[config.mk]
export PLATFORM = sky130hd
export DESIGN_NAME = run_counter
export DESIGN_NICKNAME = d
export VERILOG_FILES = /design/src/hdl/boot_pkg.sv /design/src/hdl/run_counter.sv
export SDC_FILE = /design/constraint.sdc
export NUM_CORES = 1
export LEC_CHECK = 0
export BUFFER_PORTS_ARGS = -buffer_cell sky130_fd_sc_hd__buf_2
export CAP_MARGIN = 20
export CORE_ASPECT_RATIO = 1.4
export CORE_MARGIN = 2
export CORE_UTILIZATION = 58
export CTS_CLUSTER_DIAMETER = 60
export DETAILED_ROUTE_END_ITERATION = 8
export PLACE_DENSITY = 0.78
export SLEW_MARGIN = 40
export SYNTH_ARGS = -nofsm -noshare
export SYNTH_HDL_FRONTEND = slang
export SYNTH_SLANG_ARGS = --single-unit
[constraint.sdc]
create_clock -name clk -period 2.23 [get_ports clk]
set_input_delay 0.223 -clock clk [delete_from_list [all_inputs] [get_ports clk]]
set_output_delay 0.223 -clock clk [all_outputs]
set_load 0.01 [all_outputs]
[src/hdl/boot_pkg.sv]
// shared widths, types and boot command fields
// code and data RAM sizes are fixed here, both clear in 2^CODE_SIZE cycles
package boot_pkg;

  // ====================================================================
  // sizes
  // ====================================================================
  localparam int CODE_SIZE = 10;           // log2 of code words
  localparam int DATA_SIZE = 10;           // log2 of data cells
  localparam int WIDTH     = 18;           // data word width

  typedef logic [7:0]           flash_byte_t;
  typedef logic [15:0]          code_word_t;
  typedef logic [WIDTH-1:0]     data_word_t;  // also the packing register
  typedef logic [15:0]          dest_t;
  typedef logic [15:0]          run_len_t;
  typedef logic [CODE_SIZE-1:0] code_addr_t;
  typedef logic [DATA_SIZE-1:0] data_addr_t;
  typedef logic [2:0]           sink_t;

  // ====================================================================
  // command byte fields
  // ====================================================================
  localparam int CMD_END_BIT    = 5;       // 11-prefix, end of boot
  localparam int CMD_PRESET_BIT = 4;       // p_reset value at end
  localparam int CMD_ADDR_SEL   = 1;       // 0 address, 1 length
  localparam int CMD_TWO_BYTE   = 0;       // high byte follows first
  localparam int SINK_MSB       = 4;
  localparam int SINK_LSB       = 2;
  localparam int BYTES_MSB      = 1;       // bytes per word minus one
  localparam int BYTES_LSB      = 0;

  localparam sink_t SINK_CODE = 3'd0;
  localparam sink_t SINK_DATA = 3'd1;      // other sinks write nothing

  typedef enum logic [2:0] {
    ST_CLEAR,                              // power-up RAM clear
    ST_IDLE,                               // expecting a command byte
    ST_ADDR_HI,
    ST_ADDR_LO,
    ST_LEN_HI,
    ST_LEN_LO,
    ST_DATA,                               // packing words
    ST_DONE                                // boot finished, flash ignored
  } boot_state_t;

endpackage

[src/hdl/run_counter.sv]
// power-up clear length, word run length and bytes left in the current word
// a run of length N covers N+1 words
module run_counter (
  input  logic                  clk,
  input  logic                  arstn,
  input  logic                  i_load_len_hi,
  input  logic                  i_load_len_lo,
  input  logic                  i_load_bytes,
  input  boot_pkg::flash_byte_t i_byte,
  input  logic                  i_take_byte,
  input  logic                  i_word_written,
  output logic                  o_clearing,
  output logic                  o_word_full,
  output logic                  o_run_last
);

  boot_pkg::code_addr_t clr_cnt;               // clear cycles left minus one
  boot_pkg::run_len_t   run_len;               // words left minus one
  logic [1:0]           bytes;                 // bytes per word minus one
  logic [1:0]           byte_cnt;              // bytes left in word minus one

  assign o_word_full = (byte_cnt == 2'd0);
  assign o_run_last  = (run_len == '0);

  always_ff @(posedge clk or negedge arstn) begin
    if (!arstn) begin
      o_clearing <= 1'b1;
      clr_cnt    <= '1;                        // 2^CODE_SIZE cycles
      run_len    <= '0;
      bytes      <= 2'd0;
      byte_cnt   <= 2'd0;
    end else begin
      if (o_clearing) begin
        if (clr_cnt == '0) o_clearing <= 1'b0;
        else               clr_cnt <= clr_cnt - 1'b1;
      end
      if (i_load_len_hi) run_len[15:8] <= i_byte;
      if (i_load_len_lo) run_len[7:0]  <= i_byte;
      if (i_word_written && !o_run_last) run_len <= run_len - 1'b1;
      if (i_load_bytes) begin
        bytes    <= i_byte[boot_pkg::BYTES_MSB:boot_pkg::BYTES_LSB];
        byte_cnt <= i_byte[boot_pkg::BYTES_MSB:boot_pkg::BYTES_LSB];
      end else if (i_take_byte) begin
        byte_cnt <= o_word_full ? bytes : byte_cnt - 2'd1;  // reload per word
      end
    end
  end

endmodule

Word level (Yosys, flattened, before mapping)
Index checks and enable logic that the tools add are counted.
{"block": "totals", "ff_bits": 31, "input_bits": 15, "output_inout_bits": 3, "word_cells": 27}
{"block": "classes", "add_sub_neg": 3, "bitwise_logic": 1, "mux": 8, "reduce_logical": 9}
{"op": "logical NOT 16 bit", "n": 1}
{"op": "two-way mux 16 bit", "n": 1}
{"op": "two-way mux 8 bit", "n": 2}
{"op": "subtractor 16 x 1 -> 16 bit (second input constant)", "n": 1}
{"op": "logical NOT 10 bit", "n": 1}
{"op": "subtractor 10 x 1 -> 10 bit (second input constant)", "n": 1}
{"op": "two-way mux 2 bit", "n": 3}
{"op": "nonzero test 2 bit", "n": 3}
{"op": "logical NOT 2 bit", "n": 1}
{"op": "two-way mux 1 bit", "n": 2}
{"op": "AND reduction 2 bit", "n": 1}
{"op": "subtractor 2 x 1 -> 2 bit (second input constant)", "n": 1}
{"op": "logical AND 1 bit", "n": 1}
{"op": "logical NOT 1 bit", "n": 1}
{"op": "inverter 1 bit", "n": 1}

Logic depth before layout (Yosys ltp)
{"block": "depth", "ltp_word": 4, "depth_mapped": 8, "mapped_depth_nobuf": 7}

Least setup slack after synthesis
No wires, ideal clock.
{"block": "synth_timing", "path_kind": "reg2reg", "from": "register run_len[0]", "to": "register run_len[6]", "arrival_ns": 1.717, "path_stages_with_launch": 8, "synth_period_minus_slack_ns": 1.837, "t_required_ns": 2.110, "setup_ns": 0.120, "slack_ns": 0.393, "path_cell_list": "dfrtp_1 > inv_1 > ha_1 > nor4b_4 > a41oi_1 > buf_6 > mux2_4 > o211a_1"}
{"block": "synth_via", "elab_chain_len": 4}
{"item": "from (decl)", "line": "run_counter.sv:18", "source": "boot_pkg::run_len_t run_len;"}
{"item": "from (signal assigned)", "line": "run_counter.sv:38", "source": "if (i_load_len_lo) run_len[7:0] <= i_byte;"}
{"item": "from (signal assigned)", "line": "run_counter.sv:39", "source": "if (i_word_written && !o_run_last) run_len <= run_len - 1'b1;"}
{"item": "parallel branches: the longest is 4 deep, another holds subtractor 16 x 1 -> 16 bit"}
Parallel ways; which one is timed is not known.
A chain may end at the register's enable or synchronous reset.

Worst setup path in the final report
{"block": "layout_timing", "from": "register run_len[0]", "to": "register run_len[2]"}
Same word-level chain as after synthesis.

==> summary.md <==
| Metric | Value |
|---|---|
| Final Cycle Share | `between 90% and 100%` |
| Starting Density | `60.2%` |
| Setup TNS | `0 ps` |
| Die X | `~52 um` |
| Number of global-route vias before repair | `1668` |
| Final hold viol count | `0` |
| Worst-Margin Slew | `711 ps` |
| Layout cells sized above 1 | `a little under 30%` |
| MaxCap Viol Count | `0` |
| CTS tree | `done` |
| Die Span Y | `71.1 um` |
| Setup Crit Path Kind | `reg -> reg` |
| Die ar. | `3690 um^2` |
| FF+latch count, synth | `31` |
| Commonest non-fill, non-tap cells in the layout | `20 x dfrtp_1, 17 x buf_2, 14 x inv_1, 12 x nor2_1, 12 x nand3_1` |
| Drt total wl | `roughly 4500 um` |
| Arrival time worst endpoint | `roughly 2300 ps` |
| Antenna Cells | `0` |
| Cell variety after synth | `49` |
| First-pass GRT wire length | `approximately 7600 um` |
| Fin crit period | `2100 ps` |
| Register-to-Register Path Depth | `6` |
| Largest net degree at the start of global routing | `32` |
| Synth Area per Inst | `10.1 um^2` |
| Initial antenna violation count | `0` |
| Area Overhead vs Synth | `15.3%` |
| FFs w/ async S/R, synth | `100%` |
| WHS | `183 ps` |
| Worst Path Max Fanout | `8` |
| 1st-pass router iterations | `5` |
| Hold worst-path end | `bytes[0]` |
| Core area | `3090 um^2` |
| Seq/Total Area, Yosys | `a little over two fifths` |
| CTS Buf Count | `5` |
| Placed wire-length estimate | `3330 um` |
| Area share of the largest cell type after synthesis | `26.9%` |
| Final nets | `231` |
| RePlAce Congestion | `0.886` |
| Synthesized net count | `204` |
| P_leak | `0.910 nW` |
| FF-to-FF End | `run_len[2]` |
| Remaining DRCs | `0` |
| Drt initial violations | `61` |
| Num rows | `24` |
| Yosys warns | `0` |
| Clock root buffer | `clkbuf_8` |
| Power Dens Cells | `705 nW/um^2` |
| Crit path capture type | `register` |
| Flop-to-flop setup slack | `130 ps` |
| Most used DFF post-synth | `dfrtp_1` |
| Clock transition at path regs | `70 ps` |
| GR Overflow Total | `0` |
| Unrepaired setup endpoints after global routing | `no` |
| Setup crit start kind | `register` |
| Worst VDD drop | `0.573 mV` |
| TritonCTS Sinks | `31` |
| Total track usage | `27.6%` |
| Clock skew | `4.35 ps` |
| Input/output buffers | `17` |
| Vias | `1631` |
| Hold Crit Class | `in -> reg` |
| Commonest non-fill, non-tap cell in the layout | `dfrtp_1` |
| CP required | `around 2400 ps` |
| Routed wire per std cell | `18.0 um` |
| Synthesized cell area | `roughly 1900 um^2` |
| Largest cells by area after synthesis | `dfrtp_1 27%, dfstp_2 16%, o221a_2 3.6%` |
| Clk_lat worst skew | `280 ps` |
| Post-synth EDFFs | `0` |
| CTS max path bufs | `2` |
| R2r startpoint | `run_len[0]` |
| Relative slew slack | `52.6%` |
| IO Pins | `18` |
| Hold Crit Start | `i_load_bytes` |
| Vias per Instance | `6.47` |
| Design Power | `1.51 mW` |
| Result of the run | `finished clean` |
| Max Slew Vio Count | `0` |
| ANT nets after route | `0` |
| Hold Path Cell Cnt | `2` |
| Leading area contributor after synthesis | `dfrtp_1` |
| Cells after Synth | `185` |
| H-tree depth reported by CTS | `2` |
| Setup violators final | `0` |
| Max Freq | `475 MHz` |
## metal layers
| layer | global-route usage, % | wire (um) | vias to the layer above |
|---|---|---|---|
| li1 | - | - | 752 |
| met1 | 30.4 | 1740 | 807 |
| met2 | 49.9 | 2470 | 62 |
| met3 | 6.54 | 230 | 10 |
| met4 | 9.65 | 95 | 0 |
| met5 | 0 | 0 | - |
## worst max-delay path by stage
stage | start | end | depth (start not counted)
5_1_grt | run_len[0] | run_len[10] | 6
2_1_floorplan | run_len[0] | run_len[6] | 7
6_report | run_len[0] | run_len[2] | 6
4_1_cts | run_len[0] | run_len[2] | 6
3_3_place_gp | run_len[0] | run_len[2] | 6
3_5_place_dp | run_len[0] | run_len[2] | 6
## flip-flops by register name (all words and copies together), names as in the netlist
register	count
bytes	2
run_len	16
byte_cnt	2
clr_cnt	10
o_clearing	1
## cell usage after synthesis, drive strengths merged, types with 2 or more instances
library cell / instances
a221o: 2
o211a: 5
or3: 3
o21ai: 8
nand2: 9
mux2i: 3
nor2b: 3
ha: 4
buf: 4
a31oi: 2
a211oi: 2
dfstp: 11
mux2: 5
clkbuf: 2
dfrtp: 20
nand4: 2
nor3: 8
a41oi: 2
a41o: 2
nor2: 12
a21oi: 6
inv: 14
o21a: 3
and3: 2
nor4: 8
nand4b: 2
or4: 5
xnor2: 6
o221a: 6
nand3: 12
## kinds of logic after synthesis
kind of cell | share of synthesized area, %
XOR/XNOR | 3.29
AND/OR/NAND/NOR | 24.0
adder cells (fa/ha/maj) | 2.69
buffers and inverters | 4.77
multiplexers | 4.84
AO/OA/AOI/OAI | 18.0
flip-flops | 42.4
## stage by stage
| stage | instance area (um^2) | cells | util [%] | setup slack [ps] |
|---|---|---|---|---|
| final | 2150 | 252 | 69.5 | 126 |
| after global routing | 2150 | 252 | 69.5 | 7.97 |
| after global placement | 2020 | 243 | 65.3 | 243 |
| after floorplan | 1860 | 185 | - | 393 |
| after detailed placement | 2020 | 243 | 65.3 | 162 |
| after CTS | 2150 | 252 | 69.5 | 133 |
## timing repair
item / CTS / global route
hold buffers: 1 / 0
endpoints found under the hold margin: 7 / 0
resized for setup: 0 / 0
setup buffers: 0 / 0
## report_power, final
| group | switching (mW) | internal, mW |
|---|---|---|
| sequential | 0.0930 | 0.618 |
| clock | 0.209 | 0.361 |
| combinational | 0.119 | 0.114 |
## critical path, stage by stage (launching register included)
cell and delay (ps):
dfrtp_1 440, inv_1 110, ha_1 150, nor4b_4 310, a41o_1 420, mux2_2 370
o211a_1 200
## cell type report
type | count | area, um^2
flip-flops and latches | 31 | 790
multi-input cells | 134 | 985
inverters | 14 | 52.6
repair buffers | 26 | 155
well taps | 39 | 48.8
clock inverters | 2 | 35.0
clock buffers | 6 | 82.6
fillers | 250 | 945
Power figures use the tool's default switching activity.
