$ cat config.mk
export PLATFORM = sky130hd
export DESIGN_NAME = boot_dma_flat
export DESIGN_NICKNAME = d
export VERILOG_FILES = /design/src/hdl/boot_pkg.sv /design/src/hdl/boot_wr_if.sv /design/src/hdl/boot_dma.sv /design/src/flat_wrapper.sv
export SDC_FILE = /design/constraint.sdc
export NUM_CORES = 1
export LEC_CHECK = 0
export BUFFER_PORTS_ARGS = -buffer_cell sky130_fd_sc_hd__buf_2
export CAP_MARGIN = 20
export CORE_MARGIN = 2
export CORE_UTILIZATION = 45
export DETAILED_ROUTE_END_ITERATION = 6
export PLACE_DENSITY = 0.72
export SYNTH_ARGS = -nofsm -noshare
export SYNTH_HDL_FRONTEND = slang
export SYNTH_SLANG_ARGS = --single-unit
$ cat constraint.sdc
create_clock -name clk -period 1.6 [get_ports clk]
set_clock_uncertainty 0.1 [all_clocks]
set_input_delay 0.08 -clock clk [delete_from_list [all_inputs] [get_ports clk]]
set_output_delay 0.08 -clock clk [all_outputs]
set_load 0.02 [all_outputs]
$ cat src/hdl/boot_pkg.sv
// shared widths, types and boot command fields
// code and data RAM sizes are fixed here, both clear in 2^CODE_SIZE cycles
package boot_pkg;

  // ====================================================================
  // sizes
  // ====================================================================
  localparam int CODE_SIZE = 10;           // log2 of code words
  localparam int DATA_SIZE = 10;           // log2 of data cells
  localparam int WIDTH     = 18;           // data word width

  typedef logic [7:0]           flash_byte_t;
  typedef logic [15:0]          code_word_t;
  typedef logic [WIDTH-1:0]     data_word_t;  // also the packing register
  typedef logic [15:0]          dest_t;
  typedef logic [15:0]          run_len_t;
  typedef logic [CODE_SIZE-1:0] code_addr_t;
  typedef logic [DATA_SIZE-1:0] data_addr_t;
  typedef logic [2:0]           sink_t;

  // ====================================================================
  // command byte fields
  // ====================================================================
  localparam int CMD_END_BIT    = 5;       // 11-prefix, end of boot
  localparam int CMD_PRESET_BIT = 4;       // p_reset value at end
  localparam int CMD_ADDR_SEL   = 1;       // 0 address, 1 length
  localparam int CMD_TWO_BYTE   = 0;       // high byte follows first
  localparam int SINK_MSB       = 4;
  localparam int SINK_LSB       = 2;
  localparam int BYTES_MSB      = 1;       // bytes per word minus one
  localparam int BYTES_LSB      = 0;

  localparam sink_t SINK_CODE = 3'd0;
  localparam sink_t SINK_DATA = 3'd1;      // other sinks write nothing

  typedef enum logic [2:0] {
    ST_CLEAR,                              // power-up RAM clear
    ST_IDLE,                               // expecting a command byte
    ST_ADDR_HI,
    ST_ADDR_LO,
    ST_LEN_HI,
    ST_LEN_LO,
    ST_DATA,                               // packing words
    ST_DONE                                // boot finished, flash ignored
  } boot_state_t;

endpackage

$ cat src/hdl/boot_wr_if.sv
// boot-side write port into the RAMs, one write per cycle with an enable high
// dest is the full 16-bit boot address, the arbiter keeps the low bits
interface boot_wr_if;

  logic                 code_we;           // write word[15:0] to code RAM
  logic                 data_we;           // write word to data RAM
  boot_pkg::dest_t      dest;
  boot_pkg::data_word_t word;

  modport src (
    output code_we,
    output data_we,
    output dest,
    output word
  );

  modport dst (
    input code_we,
    input data_we,
    input dest,
    input word
  );

endinterface

$ cat src/hdl/boot_dma.sv
// forms boot writes, one cycle after the commit, then bumps dest
// one-byte address form sets only the low byte, dest is 2^CODE_SIZE after clear
module boot_dma (
  input  logic                  clk,
  input  logic                  arstn,
  input  logic                  i_set_dest_hi,
  input  logic                  i_set_dest_lo,
  input  logic                  i_shift_byte,
  input  boot_pkg::flash_byte_t i_byte,
  input  logic                  i_commit,
  input  boot_pkg::sink_t       i_sink,
  input  logic                  i_clear_write,
  boot_wr_if.src                wr
);

  logic                 writing;               // write in progress this cycle
  boot_pkg::data_word_t pack_base;             // word before the next shift

  assign writing   = wr.code_we || wr.data_we;
  assign pack_base = writing ? '0 : wr.word;   // word clears after its write

  always_ff @(posedge clk or negedge arstn) begin
    if (!arstn) begin
      wr.code_we <= 1'b0;
      wr.data_we <= 1'b0;
      wr.dest    <= '0;
      wr.word    <= '0;                        // clear writes zeros
    end else begin
      // enables last one cycle, clear keeps them high throughout
      wr.code_we <= i_clear_write ||
                    (i_commit && (i_sink == boot_pkg::SINK_CODE));
      wr.data_we <= i_clear_write ||
                    (i_commit && (i_sink == boot_pkg::SINK_DATA));

      if (writing) wr.dest <= wr.dest + 1'b1;  // ignored sinks leave dest
      if (i_set_dest_hi) wr.dest[15:8] <= i_byte;
      if (i_set_dest_lo) wr.dest[7:0]  <= i_byte;

      if (i_shift_byte) begin
        wr.word <= {pack_base[boot_pkg::WIDTH-9:0], i_byte};  // msb first
      end else if (writing) begin
        wr.word <= '0;
      end
    end
  end

endmodule

$ cat src/flat_wrapper.sv
// flat-port wrapper written by rule: the top's interface ports become plain ports
module boot_dma_flat 
  (clk, arstn, i_set_dest_hi, i_set_dest_lo, i_shift_byte, i_byte, i_commit, i_sink, i_clear_write, wr_code_we, wr_data_we, wr_dest, wr_word);
  boot_wr_if wr_i ();
  input  logic clk;
  input  logic arstn;
  input  logic i_set_dest_hi;
  input  logic i_set_dest_lo;
  input  logic i_shift_byte;
  input  boot_pkg::flash_byte_t i_byte;
  input  logic i_commit;
  input  boot_pkg::sink_t i_sink;
  input  logic i_clear_write;
  output wire logic [$bits(wr_i.code_we)-1:0] wr_code_we;
  output wire logic [$bits(wr_i.data_we)-1:0] wr_data_we;
  output wire logic [$bits(wr_i.dest)-1:0] wr_dest;
  output wire logic [$bits(wr_i.word)-1:0] wr_word;
  assign wr_code_we = wr_i.code_we;
  assign wr_data_we = wr_i.data_we;
  assign wr_dest = wr_i.dest;
  assign wr_word = wr_i.word;
  boot_dma u_core (.clk(clk), .arstn(arstn), .i_set_dest_hi(i_set_dest_hi), .i_set_dest_lo(i_set_dest_lo), .i_shift_byte(i_shift_byte), .i_byte(i_byte), .i_commit(i_commit), .i_sink(i_sink), .i_clear_write(i_clear_write), .wr(wr_i));
endmodule
# After elaboration in Yosys (flattened, before gate mapping)
# Index checks and enable logic that the tools add are counted.
op_classes:
  add_sub_neg: 1
  mul: 0
  div_mod_pow: 0
  n_lt_le_gt_ge: 0
  n_eq_ne: 1
  shift: 0
  mux: 5
  bitwise: 0
  n_reduce_logical: 9
op_table:
  columns: ["operator", "count"]
  rows:
  - ["$mux 18", 2]
  - ["$add 16x1->16 const B", 1]
  - ["$mux 16", 1]
  - ["$mux 8", 2]
  - ["$reduce_bool 2->1", 3]
  - ["$eq 3x1->1 const B", 1]
  - ["$logic_not 3->1", 1]
  - ["$logic_or 1x1->1", 3]
  - ["$logic_and 1x1->1", 2]
word_totals:
  ff_bits: 36
  latchBits: 0
  ramBits: 0
  romBits: 0
  inputBits: 18
  out_inout_bits: 36
  n_memories: 0

# Logic depth before layout (Yosys ltp)
logic_depth:
  ltp_word: 3
  mapped_depth: 5
  ltp_nobuf: 5

# Worst setup path after synthesis
# Ideal clock, no wire load.
synth_path:
  path_kind: "reg-to-reg"
  startpoint: "reg u_core.wr.dest[0]"
  endpoint: "reg u_core.wr.dest[14]"
  setup_ns: 0.082
  arrival_time_ns: 1.537
  t_required_ns: 1.418
  slack_ns: -0.119
  path_stages_with_launch: 6
  n_path_buf: 0
  synth_period_minus_slack_ns: 1.719
  cell_sequence: "dfrtp_1 > ha_1 > and3_1 > nand3_4 > or3_1 > a31oi_1"
synth_via:
  elab_chain_cells: 3
synth_lines:
  columns: ["element", "line_no", "source"]
  rows:
  - ["start: declaration", "boot_wr_if.sv:13", "output dest,"]
  - ["start signal: assignment", "boot_dma.sv:35", "if (writing) wr.dest <= wr.dest + 1'b1;"]
  - ["start signal: assignment", "boot_dma.sv:37", "if (i_set_dest_lo) wr.dest[7:0] <= i_byte;"]
  - ["$add 16x1->16", "boot_dma.sv:35", null]
  - ["$mux 16", "boot_dma.sv:35", null]
  - ["$mux 8", "boot_dma.sv:36", "if (i_set_dest_hi) wr.dest[15:8] <= i_byte;"]
# Every way passes these cells. The select of a mux whose other input is x is not followed.
# A chain may end at the register's enable or synchronous reset.

# Worst setup path after layout
layout_path:
  startpoint: "reg u_core.wr.dest[1]"
  endpoint: "reg u_core.wr.dest[14]"
# Same word-level chain as after synthesis.

==> impl_metrics.env <==
export IMPL_cts_buffers=5
export IMPL_crit_fanout=5
export IMPL_synthCells=169
export IMPL_drv_cap=0
export IMPL_relSlewSlack_pct=65.5
export IMPL_drtIter0Drc=72
export IMPL_synth_avg_cell_area_um2=10.0
export IMPL_worst_pin_slew_ps=517
export IMPL_ios=54
export IMPL_coreArea_mm2=0.00363
export IMPL_path_buf_inv=0
export IMPL_rsz0062_at_grt="no"
export IMPL_overflow=0
export IMPL_nets=265
export IMPL_die_w_um=65.3
export IMPL_clk_pin_slew_worst_paths_ps=70
export IMPL_p_sw_share_pct=28.5
export IMPL_insertion_delay_ps=300
export IMPL_critPathSlowestCell="dfrtp_2"
export IMPL_crit_type="flip-flop to flip-flop"
export IMPL_grt_pass1_wl_um=6710
export IMPL_dieArea_mm2=0.00426
export IMPL_p_seq_share_pct=45.8
export IMPL_drt_pass1_iter_count=4
export IMPL_cts_root_buf="clkbuf_8"
export IMPL_crit_required_ps=1720
export IMPL_finalMaxSlewViolations=0
export IMPL_setup_viol=0
export IMPL_fin_cells=295
export IMPL_fmax_mhz=666
export IMPL_fill_cells=324
export IMPL_ant_nets=0
export IMPL_routed_wl_um=4040
export IMPL_portBuffers=53
export IMPL_synth_cell_type_count=27
export IMPL_path_delay_family="simple AND/OR/NAND/NOR gates"
export IMPL_cts_tree="done"
export IMPL_fin_util_pct=64.1
export IMPL_ir_worst_vdd_uv=634
export IMPL_cts_htree_levels=2
export IMPL_min_path_type="primary input to flip-flop"
export IMPL_status="finished, final reports clean"
export IMPL_register_area_um2=903
export IMPL_start_kind="flip-flop"
export IMPL_p_leak_nw=1.13
export IMPL_power_switching_uw=647
export IMPL_diodes=0
export IMPL_route_detailed_drc=0
export IMPL_cp_end_kind="flip-flop"
export IMPL_synth_nets=188
export IMPL_fin_crit_sh_pct=93.9
export IMPL_rows=22
export IMPL_cts_resized=0
export IMPL_multi_input_area_um2=754
export IMPL_clock_sinks=36
export IMPL_max_stage_delay_ps=390
export IMPL_synth_seq_cells=36
export IMPL_grt_start_max_net_pins=27
export IMPL_start_util_pct=46.5
export IMPL_groute_usage_overall_pct=21.2
export IMPL_combinationalPowerShare_pct=19.4
export IMPL_arrival_ps=1630
export IMPL_hold_viol=0
export IMPL_area_growth_pct=37.8
export IMPL_via_per_inst=4.99
export IMPL_power_density_mw_per_mm2=974
export IMPL_drive_above_1_share_pct=32.4
export IMPL_wl_per_cell_um=13.7
export IMPL_fin_tns_setup_ps=0
export IMPL_ys_seq_area_share_pct=53.3
export IMPL_die_height_um=65.3
export IMPL_ys_warn_count=0
export IMPL_p_int_mw=1.62
export IMPL_dp_cells=272
export IMPL_synthesis_area_mm2=0.00169
export IMPL_vias=1473
export IMPL_path_cells="ha_2, and3_4, nand3_4, or3_1, a31oi_1"
export IMPL_gp_congestion=0.813
export IMPL_cts_max_path_buffers=2
export IMPL_fin_crit_ps=1500
export IMPL_pwr_share_clk_pct=34.8
export IMPL_antenna_found_initial=0
export IMPL_hpwl_um=2880
export IMPL_grt_pass1_vias=1450
-- power by group through the flow --
stage / logic [mW] / clock network [mW] / registers [mW]
3_5_place_dp: 0.413 / 0 / 1.06
5_1_grt: 0.480 / 0.853 / 1.05
6_report: 0.440 / 0.790 / 1.04
3_3_place_gp: 0.409 / 0 / 1.05
4_1_cts: 0.440 / 0.821 / 1.04
2_1_floorplan: 0.149 / 0 / 1.13
-- layout make-up --
cell class	instances	area share, %
repair buffers	78	21.5
multi-input cells	124	32.4
inverters	1	0.161
clock inverters	2	1.50
clock buffers	6	3.11
well taps	48	2.58
flip-flops and latches	36	38.8
-- state kept, by name, summed over array words and instances (netlist names) --
register and cells:
u_core.wr.word 18, u_core.wr.data_we 1, u_core.wr.dest 16, u_core.wr.code_we 1
-- tightest hold or removal path: stages --
cell	delay [ps]
buf_2	180
nand2_1	90
o21ai_0	60
-- worst paths after layout --
kind	start	end	slack (ps)	cells past startpoint
min	i_set_dest_lo	u_core.wr.dest[7]$_DFFE_PN0P_	60	3
max reg2reg	u_core.wr.dest[1]$_DFFE_PN0P_	u_core.wr.dest[14]$_DFFE_PN0P_	100	5
max in group asynchronous	arstn	u_core.wr.word[4]$_DFF_PN0_	790	3
min reg2reg	u_core.wr.word[17]$_DFFE_PN0P_	u_core.wr.word[17]$_DFFE_PN0P_	420	2
max	u_core.wr.dest[1]$_DFFE_PN0P_	u_core.wr.dest[14]$_DFFE_PN0P_	100	5
min in group asynchronous	arstn	u_core.wr.word[11]$_DFFE_PN0P_	170	2
-- through the flow --
stage / hold slack (ps) / power [mW] / area, µm² / setup slack [ps]
after floorplan: -316 / 1.28 / 1700 / 0.307
after global placement: -62.1 / 1.46 / 2070 / 89.8
after detailed placement: -56.1 / 1.47 / 2070 / 68.8
after CTS: 41.7 / 2.30 / 2320 / 50.2
after global routing: 72.5 / 2.38 / 2330 / 11.0
final: 60.3 / 2.27 / 2330 / 97.4
-- cell usage after synthesis --
cell | count | area share, %
dfrtp_1 | 36 | 53
nand2_1 | 33 | 7.3
o21ai_0 | 19 | 5.6
nor2_1 | 15 | 3.3
mux2i_1 | 11 | 6.5
xor2_1 | 11 | 5.7
nand4_1 | 7 | 2.6
o21ai_1 | 5 | 1.5
clkbuf_1 | 4 | 0.89
a31oi_1 | 3 | 1.1
and3_1 | 3 | 1.1
nand3_1 | 3 | 0.89
or3_1 | 3 | 1.1
buf_1 | 2 | 0.44
nand3_4 | 2 | 2.1
a31o_2 | 1 | 0.52
and2_1 | 1 | 0.37
and4_1 | 1 | 0.52
and4_4 | 1 | 0.67
buf_2 | 1 | 0.30
buf_6 | 1 | 0.67
ha_1 | 1 | 0.74
inv_1 | 1 | 0.22
o2111a_4 | 1 | 1.2
o21bai_1 | 1 | 0.44
or2_1 | 1 | 0.37
xnor2_1 | 1 | 0.52
-- what timing repair did --
item	4_1_cts	5_1_grt
endpoints found under the setup margin	0	2
setup buffers	0	1
hold buffers	14	0
hold endpoints to repair	62	0
-- layer usage --
| metal | GRT usage [%] | part of all wire [%] | vias to the layer above |
|---|---|---|---|
| met4 | 13.8 | 1.8 | 0 |
| met5 | 0 | 0 | - |
| met2 | 33.9 | 48 | 47 |
| met3 | 3.94 | 5.6 | 8 |
| met1 | 26.4 | 44 | 681 |
| li1 | - | - | 737 |
-- placed cells by master, fill, tap and decap left out --
cell / netlist / routed
buf_12: 0 / 1
nand2_1: 33 / 33
dlygate4sd3_1: 0 / 14
o21bai_1: 1 / 1
or2_1: 1 / 1
and4_4: 1 / 1
and2_1: 1 / 1
xor2_1: 11 / 11
xnor2_1: 1 / 1
a31oi_1: 3 / 3
clkbuf_1: 4 / 1
buf_4: 0 / 10
nand3_1: 3 / 3
and3_4: 0 / 1
buf_2: 1 / 53
nand4_1: 7 / 7
a31o_2: 1 / 1
and4_1: 1 / 1
clkinv_2: 0 / 1
ha_2: 0 / 1
inv_1: 1 / 1
o2111a_4: 1 / 1
o21ai_0: 19 / 19
and3_1: 3 / 2
nor2_1: 15 / 15
dfrtp_1: 36 / 34
mux2i_1: 11 / 11
dfrtp_2: 0 / 2
nand3_4: 2 / 2
bufinv_16: 0 / 1
clkbuf_8: 0 / 5
o21ai_1: 5 / 5
or3_1: 3 / 3
-- cells by family (layout without fill, tap and decap cells) --
group                      after synthesis  after routing  share of synthesized area (%)
and+or+nand+nor                         70             70                           20.4
DFF                                     36             36                           53.3
AOI/OAI and AO/OA                       30             30                           10.4
xor gates and xnor gates                12             12                           6.22
muxes                                   11             11                           6.51
buffers and inverters                    9             87                           2.52
adders and majority gates                1              1                          0.740
No activity file was read; power rests on OpenSTA's default activity.
