===== config.mk =====
export PLATFORM = sky130hd
export DESIGN_NAME = boot_fsm
export DESIGN_NICKNAME = d
export VERILOG_FILES = /design/src/hdl/boot_pkg.sv /design/src/hdl/boot_fsm.sv
export SDC_FILE = /design/constraint.sdc
export NUM_CORES = 1
export LEC_CHECK = 0
export ABC_AREA = 1
export BUFFER_PORTS_ARGS = -buffer_cell sky130_fd_sc_hd__buf_2
export CAP_MARGIN = 20
export CORE_MARGIN = 1.5
export CORE_UTILIZATION = 44
export DETAILED_ROUTE_END_ITERATION = 7
export GPL_TIMING_DRIVEN = 0
export PLACE_DENSITY = 0.77
export SLEW_MARGIN = 20
export SYNTH_ARGS = -nofsm -noshare
export SYNTH_HDL_FRONTEND = slang
export SYNTH_SLANG_ARGS = --single-unit

===== constraint.sdc =====
create_clock -name clk -period 2.3 [get_ports clk]
set_clock_uncertainty 0.05 [all_clocks]
set_input_delay 0.46 -clock clk [delete_from_list [all_inputs] [get_ports clk]]
set_output_delay 0.46 -clock clk [all_outputs]
set_load 0.01 [all_outputs]

===== src/hdl/boot_pkg.sv =====
// shared widths, types and boot command fields
// code and data RAM sizes are fixed here, both clear in 2^CODE_SIZE cycles
package boot_pkg;

  // ====================================================================
  // sizes
  // ====================================================================
  localparam int CODE_SIZE = 10;           // log2 of code words
  localparam int DATA_SIZE = 10;           // log2 of data cells
  localparam int WIDTH     = 18;           // data word width

  typedef logic [7:0]           flash_byte_t;
  typedef logic [15:0]          code_word_t;
  typedef logic [WIDTH-1:0]     data_word_t;  // also the packing register
  typedef logic [15:0]          dest_t;
  typedef logic [15:0]          run_len_t;
  typedef logic [CODE_SIZE-1:0] code_addr_t;
  typedef logic [DATA_SIZE-1:0] data_addr_t;
  typedef logic [2:0]           sink_t;

  // ====================================================================
  // command byte fields
  // ====================================================================
  localparam int CMD_END_BIT    = 5;       // 11-prefix, end of boot
  localparam int CMD_PRESET_BIT = 4;       // p_reset value at end
  localparam int CMD_ADDR_SEL   = 1;       // 0 address, 1 length
  localparam int CMD_TWO_BYTE   = 0;       // high byte follows first
  localparam int SINK_MSB       = 4;
  localparam int SINK_LSB       = 2;
  localparam int BYTES_MSB      = 1;       // bytes per word minus one
  localparam int BYTES_LSB      = 0;

  localparam sink_t SINK_CODE = 3'd0;
  localparam sink_t SINK_DATA = 3'd1;      // other sinks write nothing

  typedef enum logic [2:0] {
    ST_CLEAR,                              // power-up RAM clear
    ST_IDLE,                               // expecting a command byte
    ST_ADDR_HI,
    ST_ADDR_LO,
    ST_LEN_HI,
    ST_LEN_LO,
    ST_DATA,                               // packing words
    ST_DONE                                // boot finished, flash ignored
  } boot_state_t;

endpackage


===== src/hdl/boot_fsm.sv =====
// interprets the flash byte stream, one byte per cycle at most
// takes a byte only while i_fl_valid is high, waits otherwise with state held
module boot_fsm (
  input  logic                  clk,
  input  logic                  arstn,
  input  logic                  i_fl_valid,
  input  boot_pkg::flash_byte_t i_fl_byte,
  output logic                  o_fl_rd,
  // counter commands and status
  output logic                  o_load_len_hi,
  output logic                  o_load_len_lo,
  output logic                  o_load_bytes,
  output logic                  o_take_byte,
  output logic                  o_word_written,
  input  logic                  i_clearing,
  input  logic                  i_word_full,
  input  logic                  i_run_last,
  // dma commands
  output logic                  o_set_dest_hi,
  output logic                  o_set_dest_lo,
  output logic                  o_shift_byte,
  output logic                  o_commit,
  output boot_pkg::sink_t       o_sink,
  output logic                  o_clear_write,
  // processor control
  output logic                  o_p_reset,
  output logic                  o_booting
);

  boot_pkg::boot_state_t state;
  logic                  cmd_take;                    // command byte taken
  logic                  data_take;                   // data byte taken

  assign o_fl_rd = i_fl_valid && (state != boot_pkg::ST_CLEAR)
                              && (state != boot_pkg::ST_DONE);
  assign cmd_take  = o_fl_rd && (state == boot_pkg::ST_IDLE);
  assign data_take = o_fl_rd && (state == boot_pkg::ST_DATA);

  // ====================================================================
  // single-cycle commands, all qualified by the take
  // ====================================================================
  assign o_load_len_hi  = o_fl_rd && (state == boot_pkg::ST_LEN_HI);
  assign o_load_len_lo  = o_fl_rd && (state == boot_pkg::ST_LEN_LO);
  assign o_load_bytes   = cmd_take && !i_fl_byte[7];  // 00 or 01 prefix
  assign o_set_dest_hi  = o_fl_rd && (state == boot_pkg::ST_ADDR_HI);
  assign o_set_dest_lo  = o_fl_rd && (state == boot_pkg::ST_ADDR_LO);
  assign o_take_byte    = data_take;
  assign o_shift_byte   = data_take;
  assign o_commit       = data_take && i_word_full;   // last byte of word
  assign o_word_written = o_commit;
  assign o_clear_write  = (state == boot_pkg::ST_CLEAR) && i_clearing;

  // ====================================================================
  // state register
  // ====================================================================
  always_ff @(posedge clk or negedge arstn) begin
    if (!arstn) begin
      state     <= boot_pkg::ST_CLEAR;
      o_sink    <= boot_pkg::SINK_CODE;
      o_p_reset <= 1'b1;                              // cpu held in reset
      o_booting <= 1'b1;
    end else begin
      case (state)
        boot_pkg::ST_CLEAR:
          if (!i_clearing) state <= boot_pkg::ST_IDLE;
        boot_pkg::ST_IDLE:
          if (cmd_take) begin
            case (i_fl_byte[7:6])
              2'b11:
                if (i_fl_byte[boot_pkg::CMD_END_BIT]) begin
                  state     <= boot_pkg::ST_DONE;
                  o_p_reset <= i_fl_byte[boot_pkg::CMD_PRESET_BIT];
                  o_booting <= 1'b0;
                end else if (i_fl_byte[boot_pkg::CMD_ADDR_SEL]) begin
                  state <= i_fl_byte[boot_pkg::CMD_TWO_BYTE] ?
                           boot_pkg::ST_LEN_HI : boot_pkg::ST_LEN_LO;
                end else begin
                  state <= i_fl_byte[boot_pkg::CMD_TWO_BYTE] ?
                           boot_pkg::ST_ADDR_HI : boot_pkg::ST_ADDR_LO;
                end
              2'b10: state <= boot_pkg::ST_IDLE;      // sclk rate, ignored
              default: begin                          // data mode
                o_sink <= i_fl_byte[boot_pkg::SINK_MSB:boot_pkg::SINK_LSB];
                state  <= boot_pkg::ST_DATA;
              end
            endcase
          end
        boot_pkg::ST_ADDR_HI:
          if (o_fl_rd) state <= boot_pkg::ST_ADDR_LO;
        boot_pkg::ST_ADDR_LO:
          if (o_fl_rd) state <= boot_pkg::ST_IDLE;
        boot_pkg::ST_LEN_HI:
          if (o_fl_rd) state <= boot_pkg::ST_LEN_LO;
        boot_pkg::ST_LEN_LO:
          if (o_fl_rd) state <= boot_pkg::ST_IDLE;
        boot_pkg::ST_DATA:
          if (o_commit && i_run_last) state <= boot_pkg::ST_IDLE; // run done
        default: state <= boot_pkg::ST_DONE;          // done is terminal
      endcase
    end
  end

endmodule


**Yosys cells after proc, flatten, opt, wreduce, memory -nomap -nowiden**

Index checks and enable logic that the tools add are counted.

- Word-level logic and storage cells: 52
- Register bits: 8
- Output and inout bits: 16

- Multiplexer cells: 12
- Equal/unequal tests: 15
- Reductions and logical operators: 20
- Bitwise logic cells: 1

Operators by type and width:

| cell | number |
|---|---|
| $mux 3 | 8 |
| $pmux 3 s6 | 1 |
| $logic_and 1x1->1 | 12 |
| $eq 3x3->1 const B | 3 |
| $ne 2x2->1 const B | 4 |
| $eq 3x2->1 const B | 2 |
| $pmux 3 s2 | 1 |
| $reduce_and 6->1 | 1 |
| $eq 2x2->1 const B | 2 |
| $ne 2x1->1 const B | 2 |
| $reduce_and 4->1 | 1 |
| $reduce_or 2->1 | 2 |
| $eq 3x1->1 const B | 1 |
| $logic_not 3->1 | 1 |
| $ne 3x3->1 const B | 1 |
| $reduce_and 3->1 | 1 |
| $reduce_bool 3->1 | 1 |
| $mux 1 | 2 |
| $logic_not 1->1 | 1 |
| $not 1->1 | 1 |

**Logic depth before layout (Yosys ltp)**

Gate-level depths: netlist of the first run.

- Word-level depth: 8
- Mapped depth: 9
- Depth with buffers taken out: 9

**Worst setup path before layout of the first run**

Ideal clock, no wire load.

- Kind: register to output
- Start: register state[2]
- End: output o_word_written
- Data required time: 1.790 ns
- Setup slack: 0.486 ns
- Path buffers: 1
- Arrival time: 1.304 ns
- Cell stages (with the launch flop): 6
- Cell sequence: dfrtp_1 inv_1 nor3_2 inv_1 nor3_1 buf_4

- Longest elaborated chain between the ends: 5
- Elaborated cells between the ends (all ways): 7
- Those cells by class: eq/ne: 2; reduce/logical: 5

Ends and longest elaborated chain:

| item | line | RTL |
|---|---|---|
| start, declared | boot_fsm.sv:30 | `boot_pkg::boot_state_t state;` |
| start signal, assigned | boot_fsm.sv:58 | `state <= boot_pkg::ST_CLEAR;` |
| start signal, assigned | boot_fsm.sv:65 | `if (!i_clearing) state <= boot_pkg::ST_IDLE;` |
| start signal, assigned | boot_fsm.sv:71 | `state <= boot_pkg::ST_DONE;` |
| $reduce_bool 3->1 | boot_fsm.sv:34 | `assign o_fl_rd = i_fl_valid && (state != boot_pkg::ST_CLEAR)` |
| $logic_and 1x1->1 | boot_fsm.sv:34 |  |
| $logic_and 1x1->1 | boot_fsm.sv:35 | `&& (state != boot_pkg::ST_DONE);` |
| $logic_and 1x1->1 (*) | boot_fsm.sv:37 | `assign data_take = o_fl_rd && (state == boot_pkg::ST_DATA);` |
| $logic_and 1x1->1 (*) | boot_fsm.sv:49 | `assign o_commit = data_take && i_word_full;` |
| end, declared | boot_fsm.sv:14 | `output logic o_word_written,` |

Every way passes the cells marked *; elsewhere a longest branch is shown, timed or not.

**Worst setup path in the final report of the first run**

Same ends and word-level chain as after synthesis.

==> impl_metrics.csv, run 1 <==
group,metric,value,unit
detailed_routing,routed_wirelength,1280,um
power,power,0.282,mW
finish,layout_common_cells,"buf_2 (29), nand2_1 (25), nand3_1 (15), inv_1 (13), nor2_1 (7)",
clocking,clkLatencyLatePin,250,ps
detailed_routing,drt_first_pass_iters,4,
clocking,cts-htree-levels,1,
timing,fin_crit_sh,89.8,%
synthesis,yosys_warnings,0,
timing,fin_hold_ws,356,ps
worst_setup_path,crit_arrival,1560,ps
finish,diodes,0,
worst_setup_path,startpoint_type,"flop",
global_routing,grt_pass1_vias,546,
clocking,cts_tree,"yes",
clocking,cts.sinks,8,
placed_design,dpl_cell_area,768,sq um
detailed_routing,via_per_inst,4.78,
detailed_routing,vias,655,
timing,min_period,2070,ps
power,p_leak,0.522,nW
detailed_routing,drt_iter0_drc,2,
timing,setup_slack,234,ps
timing,slew_headroom,82.6,%
floorplanning,die-area,1600,sq um
finish,layout-drive-gt1-share,39.3,%
timing,grt_setup_unrepaired,"no",
finish,design_area,805,sq um
placed_design,dpl_worst_slack,505,ps
power,power_density,351,nW/um^2
placed_design,portBuffers,29,
worst_setup_path,end_kind,"output port",
global_routing,antenna_found_initial,0,
global_routing,grt_usage,19.2,%
timing,slew_viol_final,0,
synthesis,ys_types,17,
timing,max_freq,0.484,GHz
min_path,hold_class,"input pin to flop",
floorplanning,core-area,1280,sq um
floorplanning,start_util,47.0,%
finish,syn_to_final_growth,33.1,%
finish,nets,137,
clocking,clock-root-buffer,"clkbuf_4",
floorplanning,row_count,13,
placed_design,hpwl,1070,um
global_routing,grt.overflow.total,0,
worst_setup_path,critical_path_required,1790,ps
floorplanning,die_w,40.1,um
worst_setup_path,path_cells,"inv_1 > nor3_2 > inv_1 > nor3_1 > buf_4 > buf_2",
timing,finalHoldViolCount,0,
timing,setup_tns,0,ps
worst_setup_path,critPathKind,"flop to output port",
synthesis,ys_ff_latch,8,
synthesis,synth_area_per_cell,6.87,sq um
run,timing.max_cap.violations,0,
outcome,status,"completed",
global_routing,grt_max_degree,9,
clocking,post_cts.repair.setup_buffers,0,
placed_design,gp_congestion,0.734,
worst_setup_path,crit_top_cell,"inv_1",
clocking,clock_path_buffers,2,
detailed_routing,wire_per_inst,9.31,um
synthesis,ys_seq_area_share,33.5,%
floorplanning,fp.dieH,40.1,um
finish,final_common_cell,"buf_2",
synthesis,synth_area,604,sq um
timing,finalSetupViolations,0,
worst_setup_path,critPathMaxStageDelay,410,ps
global_routing,grt_pass1_wl,2060,um
clocking,cts_resized,0,
worst_setup_path,cp_slowest_cell,"dfrtp_1",
floorplanning,io_pins,30,
clocking,cts_hold_buf,1,
worst_setup_path,critPathMaxFanout,6,
synthesis,netlist_instances,88,
detailed_routing,drc,0,
clocking,path_clk_slew,60,ps
timing,worst_pin_slew,260,ps
clocking,cts_buffers,3,
detailed_routing,ant_nets,0,
synthesis,syn-num-nets,102,
power,peakVddDrop,276,uV
## state kept, by name, indices dropped and copies added (netlist names)
register   cells
o_sink         3
o_p_reset      1
state          3
o_booting      1
## report_power, final
group | internal, mW | switching [mW] | leakage, nW
clock network | 0.0663 | 0.0471 | 0.0150
logic | 0.0111 | 0.0168 | 0.418
registers | 0.141 | 0 | 0.0892
## path summary, 6_finish.rpt
check | from | end | slack (ps) | cells past startpoint
min in group asynchronous | arstn | state[0] | 550 | 2
worst max register to register | state[2] | o_p_reset | 910 | 7
max in group asynchronous | arstn | o_booting | 1420 | 2
worst max-delay path | state[2] | o_word_written | 230 | 6
worst min-delay path | i_fl_byte[2] | o_sink[0] | 360 | 3
worst min register to register | o_booting | o_booting | 400 | 2
## metrics by stage
stage,util [%],cells
4_1_cts,62.6,137
5_1_grt,62.6,137
6_report,62.6,137
2_1_floorplan,-,88
3_5_place_dp,59.8,132
3_3_place_gp,59.8,132
## layer usage
layer  vias up  track usage, %  part of all wire, %  wire (um)
met5         -               0                    0          0
met4         0            7.76                    0          0
met3         0            3.89                  5.6         72
met2        21            35.1                   53        677
met1       292            21.4                   41        525
li1        342               -                    -          -
## critical path: cells and delay by family (launching register included)
family,cells,cell delay [ps]
flops,1,410
simple gates,2,440
buf+inv,4,450
## kinds of logic (layout without fill, tap and decap cells)
family,Yosys count,in the layout,share of synthesized area (%)
simple gates,56,56,46.6
buf+inv,19,53,13.0
flops,8,8,33.5
compound gates,5,5,6.83
## area by class of cell
| cell class | instances | area, sq um |
|---|---|---|
| Inverter | 17 | 63.8 |
| Buffer | 2 | 15.0 |
| Multi-Input combinational cell | 61 | 323 |
| Timing Repair Buffer | 30 | 155 |
| Clock buffer | 4 | 26.3 |
| Sequential cell | 8 | 203 |
| Fill cell | 148 | 480 |
| Tap cell | 15 | 18.8 |
## cell usage after synthesis
| cell type | count | area share, % |
|---|---|---|
| nand2_1 | 25 | 16 |
| nand3_1 | 15 | 12 |
| inv_1 | 13 | 8.1 |
| nor2_1 | 7 | 4.3 |
| dfrtp_1 | 6 | 25 |
| inv_2 | 4 | 2.5 |
| o21ai_0 | 4 | 3.3 |
| buf_4 | 2 | 2.5 |
| dfstp_2 | 2 | 8.7 |
| nor2_4 | 2 | 3.7 |
| nor3_1 | 2 | 1.7 |
| nand2_2 | 1 | 1.0 |
| nand2_4 | 1 | 1.9 |
| nand3_2 | 1 | 1.7 |
| nor3_2 | 1 | 1.7 |
| nor3_4 | 1 | 2.7 |
| o31ai_4 | 1 | 3.5 |
(Power assumes the default switching activity.)
==> run 2: changes to the inputs <==
--- a/config.mk
+++ b/config.mk
@@ -10,9 +10,11 @@
 export CAP_MARGIN = 20
 export CORE_MARGIN = 1.5
 export CORE_UTILIZATION = 44
+export CTS_CLUSTER_DIAMETER = 50
 export DETAILED_ROUTE_END_ITERATION = 7
 export GPL_TIMING_DRIVEN = 0
 export PLACE_DENSITY = 0.77
+export RECOVER_POWER = 50
 export SLEW_MARGIN = 20
 export SYNTH_ARGS = -nofsm -noshare
 export SYNTH_HDL_FRONTEND = slang
==> run 2 against run 1 <==
Compared with the run above:
- register-to-register slack worse by 180 ps
- power down 0.41%
- global-route usage unchanged
- sequential cell count unchanged
- final area down 3.0%
- critical endpoint unchanged
- largest cell class unchanged
- largest power group unchanged
==> impl_metrics.csv, run 2 (synthesized netlist as in run 1, its figures left out) <==
group,metric,value,unit
floorplanning,io_pins,30,
floorplanning,die-area,1600,sq um
clocking,post_cts.repair.setup_buffers,0,
floorplanning,start_util,47.0,%
finish,design_area,781,sq um
clocking,cts_buffers,3,
detailed_routing,drc,0,
timing,finalSetupViolations,0,
detailed_routing,drt_first_pass_iters,4,
floorplanning,die_w,40.1,um
finish,diodes,0,
clocking,cts_resized,0,
detailed_routing,ant_nets,0,
worst_setup_path,critPathMaxFanout,6,
outcome,status,"completed",
worst_setup_path,end_kind,"output port",
clocking,cts-htree-levels,1,
finish,reg_top3,"o_sink x3, state x3",
clocking,cts_tree,"yes",
placed_design,portBuffers,29,
detailed_routing,wire_per_inst,9.34,um
finish,layout-drive-gt1-share,32.8,%
clocking,clock_path_buffers,2,
timing,worst_pin_slew,409,ps
placed_design,dpl_cell_area,768,sq um
placed_design,hpwl,1070,um
finish,layout_common_cells,"nand2_1 (25), buf_2 (23), nand3_1 (16), inv_1 (13)",
clocking,cts.sinks,8,
power,peakVddDrop,274,uV
worst_setup_path,crit_arrival,1550,ps
timing,fin_crit_sh,89.7,%
worst_setup_path,cp_slowest_cell,"dfrtp_1",
global_routing,grt_max_degree,9,
timing,setup_slack,237,ps
finish,syn_to_final_growth,29.2,%
power,p_leak,0.490,nW
finish,fin_util,60.8,%
worst_setup_path,critPathKind,"flop to output port",
worst_setup_path,crit_family,"buffers and inverters",
clocking,clkLatencyLatePin,250,ps
timing,slew_viol_final,0,
worst_setup_path,critical_path_required,1790,ps
finish,nets,137,
clocking,path_clk_slew,60,ps
timing,slew_headroom,72.5,%
clocking,cts_hold_buf,1,
worst_setup_path,crit_top_cell,"inv_1",
floorplanning,row_count,13,
global_routing,grt_pass1_vias,546,
global_routing,antenna_found_initial,0,
placed_design,dpl_worst_slack,505,ps
detailed_routing,drt_iter0_drc,3,
timing,max_freq,0.485,GHz
detailed_routing,vias,653,
floorplanning,fp.dieH,40.1,um
worst_setup_path,cp_num_buf_inv,4,
floorplanning,core-area,1280,sq um
power,power,0.281,mW
run,timing.max_cap.violations,0,
timing,setup_tns,0,ps
placed_design,gp_congestion,0.734,
finish,final_common_cell,"nand2_1",
worst_setup_path,path_cells,"inv_1 > nor3_2 > inv_1 > nor3_1 > buf_4 > buf_2",
worst_setup_path,startpoint_type,"flop",
global_routing,grt_usage,19.2,%
power,power_density,360,nW/um^2
detailed_routing,routed_wirelength,1280,um
timing,finalHoldViolCount,0,
global_routing,grt_pass1_wl,2060,um
timing,min_period,2060,ps
detailed_routing,via_per_inst,4.77,
timing,grt_setup_unrepaired,"no",
clocking,clock-root-buffer,"clkbuf_4",
worst_setup_path,critPathMaxStageDelay,410,ps
min_path,hold_class,"input pin to flop",
global_routing,grt.overflow.total,0,
## run 2: metal layers
metal | GRT usage [%] | up-vias | routed length, um
met2 | 35.1 | 21 | 660
met1 | 21.4 | 290 | 547
li1 | - | 342 | -
met3 | 3.89 | 0 | 71
met4 | 7.76 | 0 | 0
met5 | 0 | - | 0
## run 2: final cells by class
| cell class | count | area (sq um) |
|---|---|---|
| Fill cell | 155 | 504 |
| Multi-Input combinational cell | 61 | 307 |
| Sequential cell | 8 | 203 |
| Timing Repair Buffer | 30 | 148 |
| Inverter | 17 | 63.8 |
| Clock buffer | 4 | 26.3 |
| Tap cell | 15 | 18.8 |
| Buffer | 2 | 15.0 |
## run 2: path summary, 6_finish.rpt
kind / startpoint / endpoint / slack, ps / cells after the start
max: state[2] / o_word_written / 240 / 6
min: i_fl_byte[2] / o_sink[0] / 360 / 3
min in group asynchronous: arstn / state[0] / 620 / 2
min reg2reg: o_booting / o_booting / 400 / 2
max in group asynchronous: arstn / o_booting / 1260 / 2
max reg2reg: state[2] / o_p_reset / 730 / 7
## run 2: metrics by stage
| step | std cells | hold slack [ps] |
|---|---|---|
| floorplan | 88 | 114 |
| global placement | 132 | 256 |
| detailed placement | 132 | 258 |
| CTS | 137 | 347 |
| global route | 137 | 370 |
| finish | 137 | 356 |
## run 2: worst reg2reg max path: cells and delay by family (launching register included)
kind | cells | cell delay, ps
flops | 1 | 420
buf+inv | 1 | 110
compound gates | 1 | 100
simple gates | 5 | 810
## run 2: power by group
| part | leakage (nW) | switching, mW | total, mW | internal (mW) |
|---|---|---|---|---|
| Sequential | 0.0892 | 0 | 0.141 | 0.141 |
| Clock | 0.0150 | 0.0472 | 0.114 | 0.0663 |
| Combinational | 0.386 | 0.0159 | 0.0268 | 0.0108 |
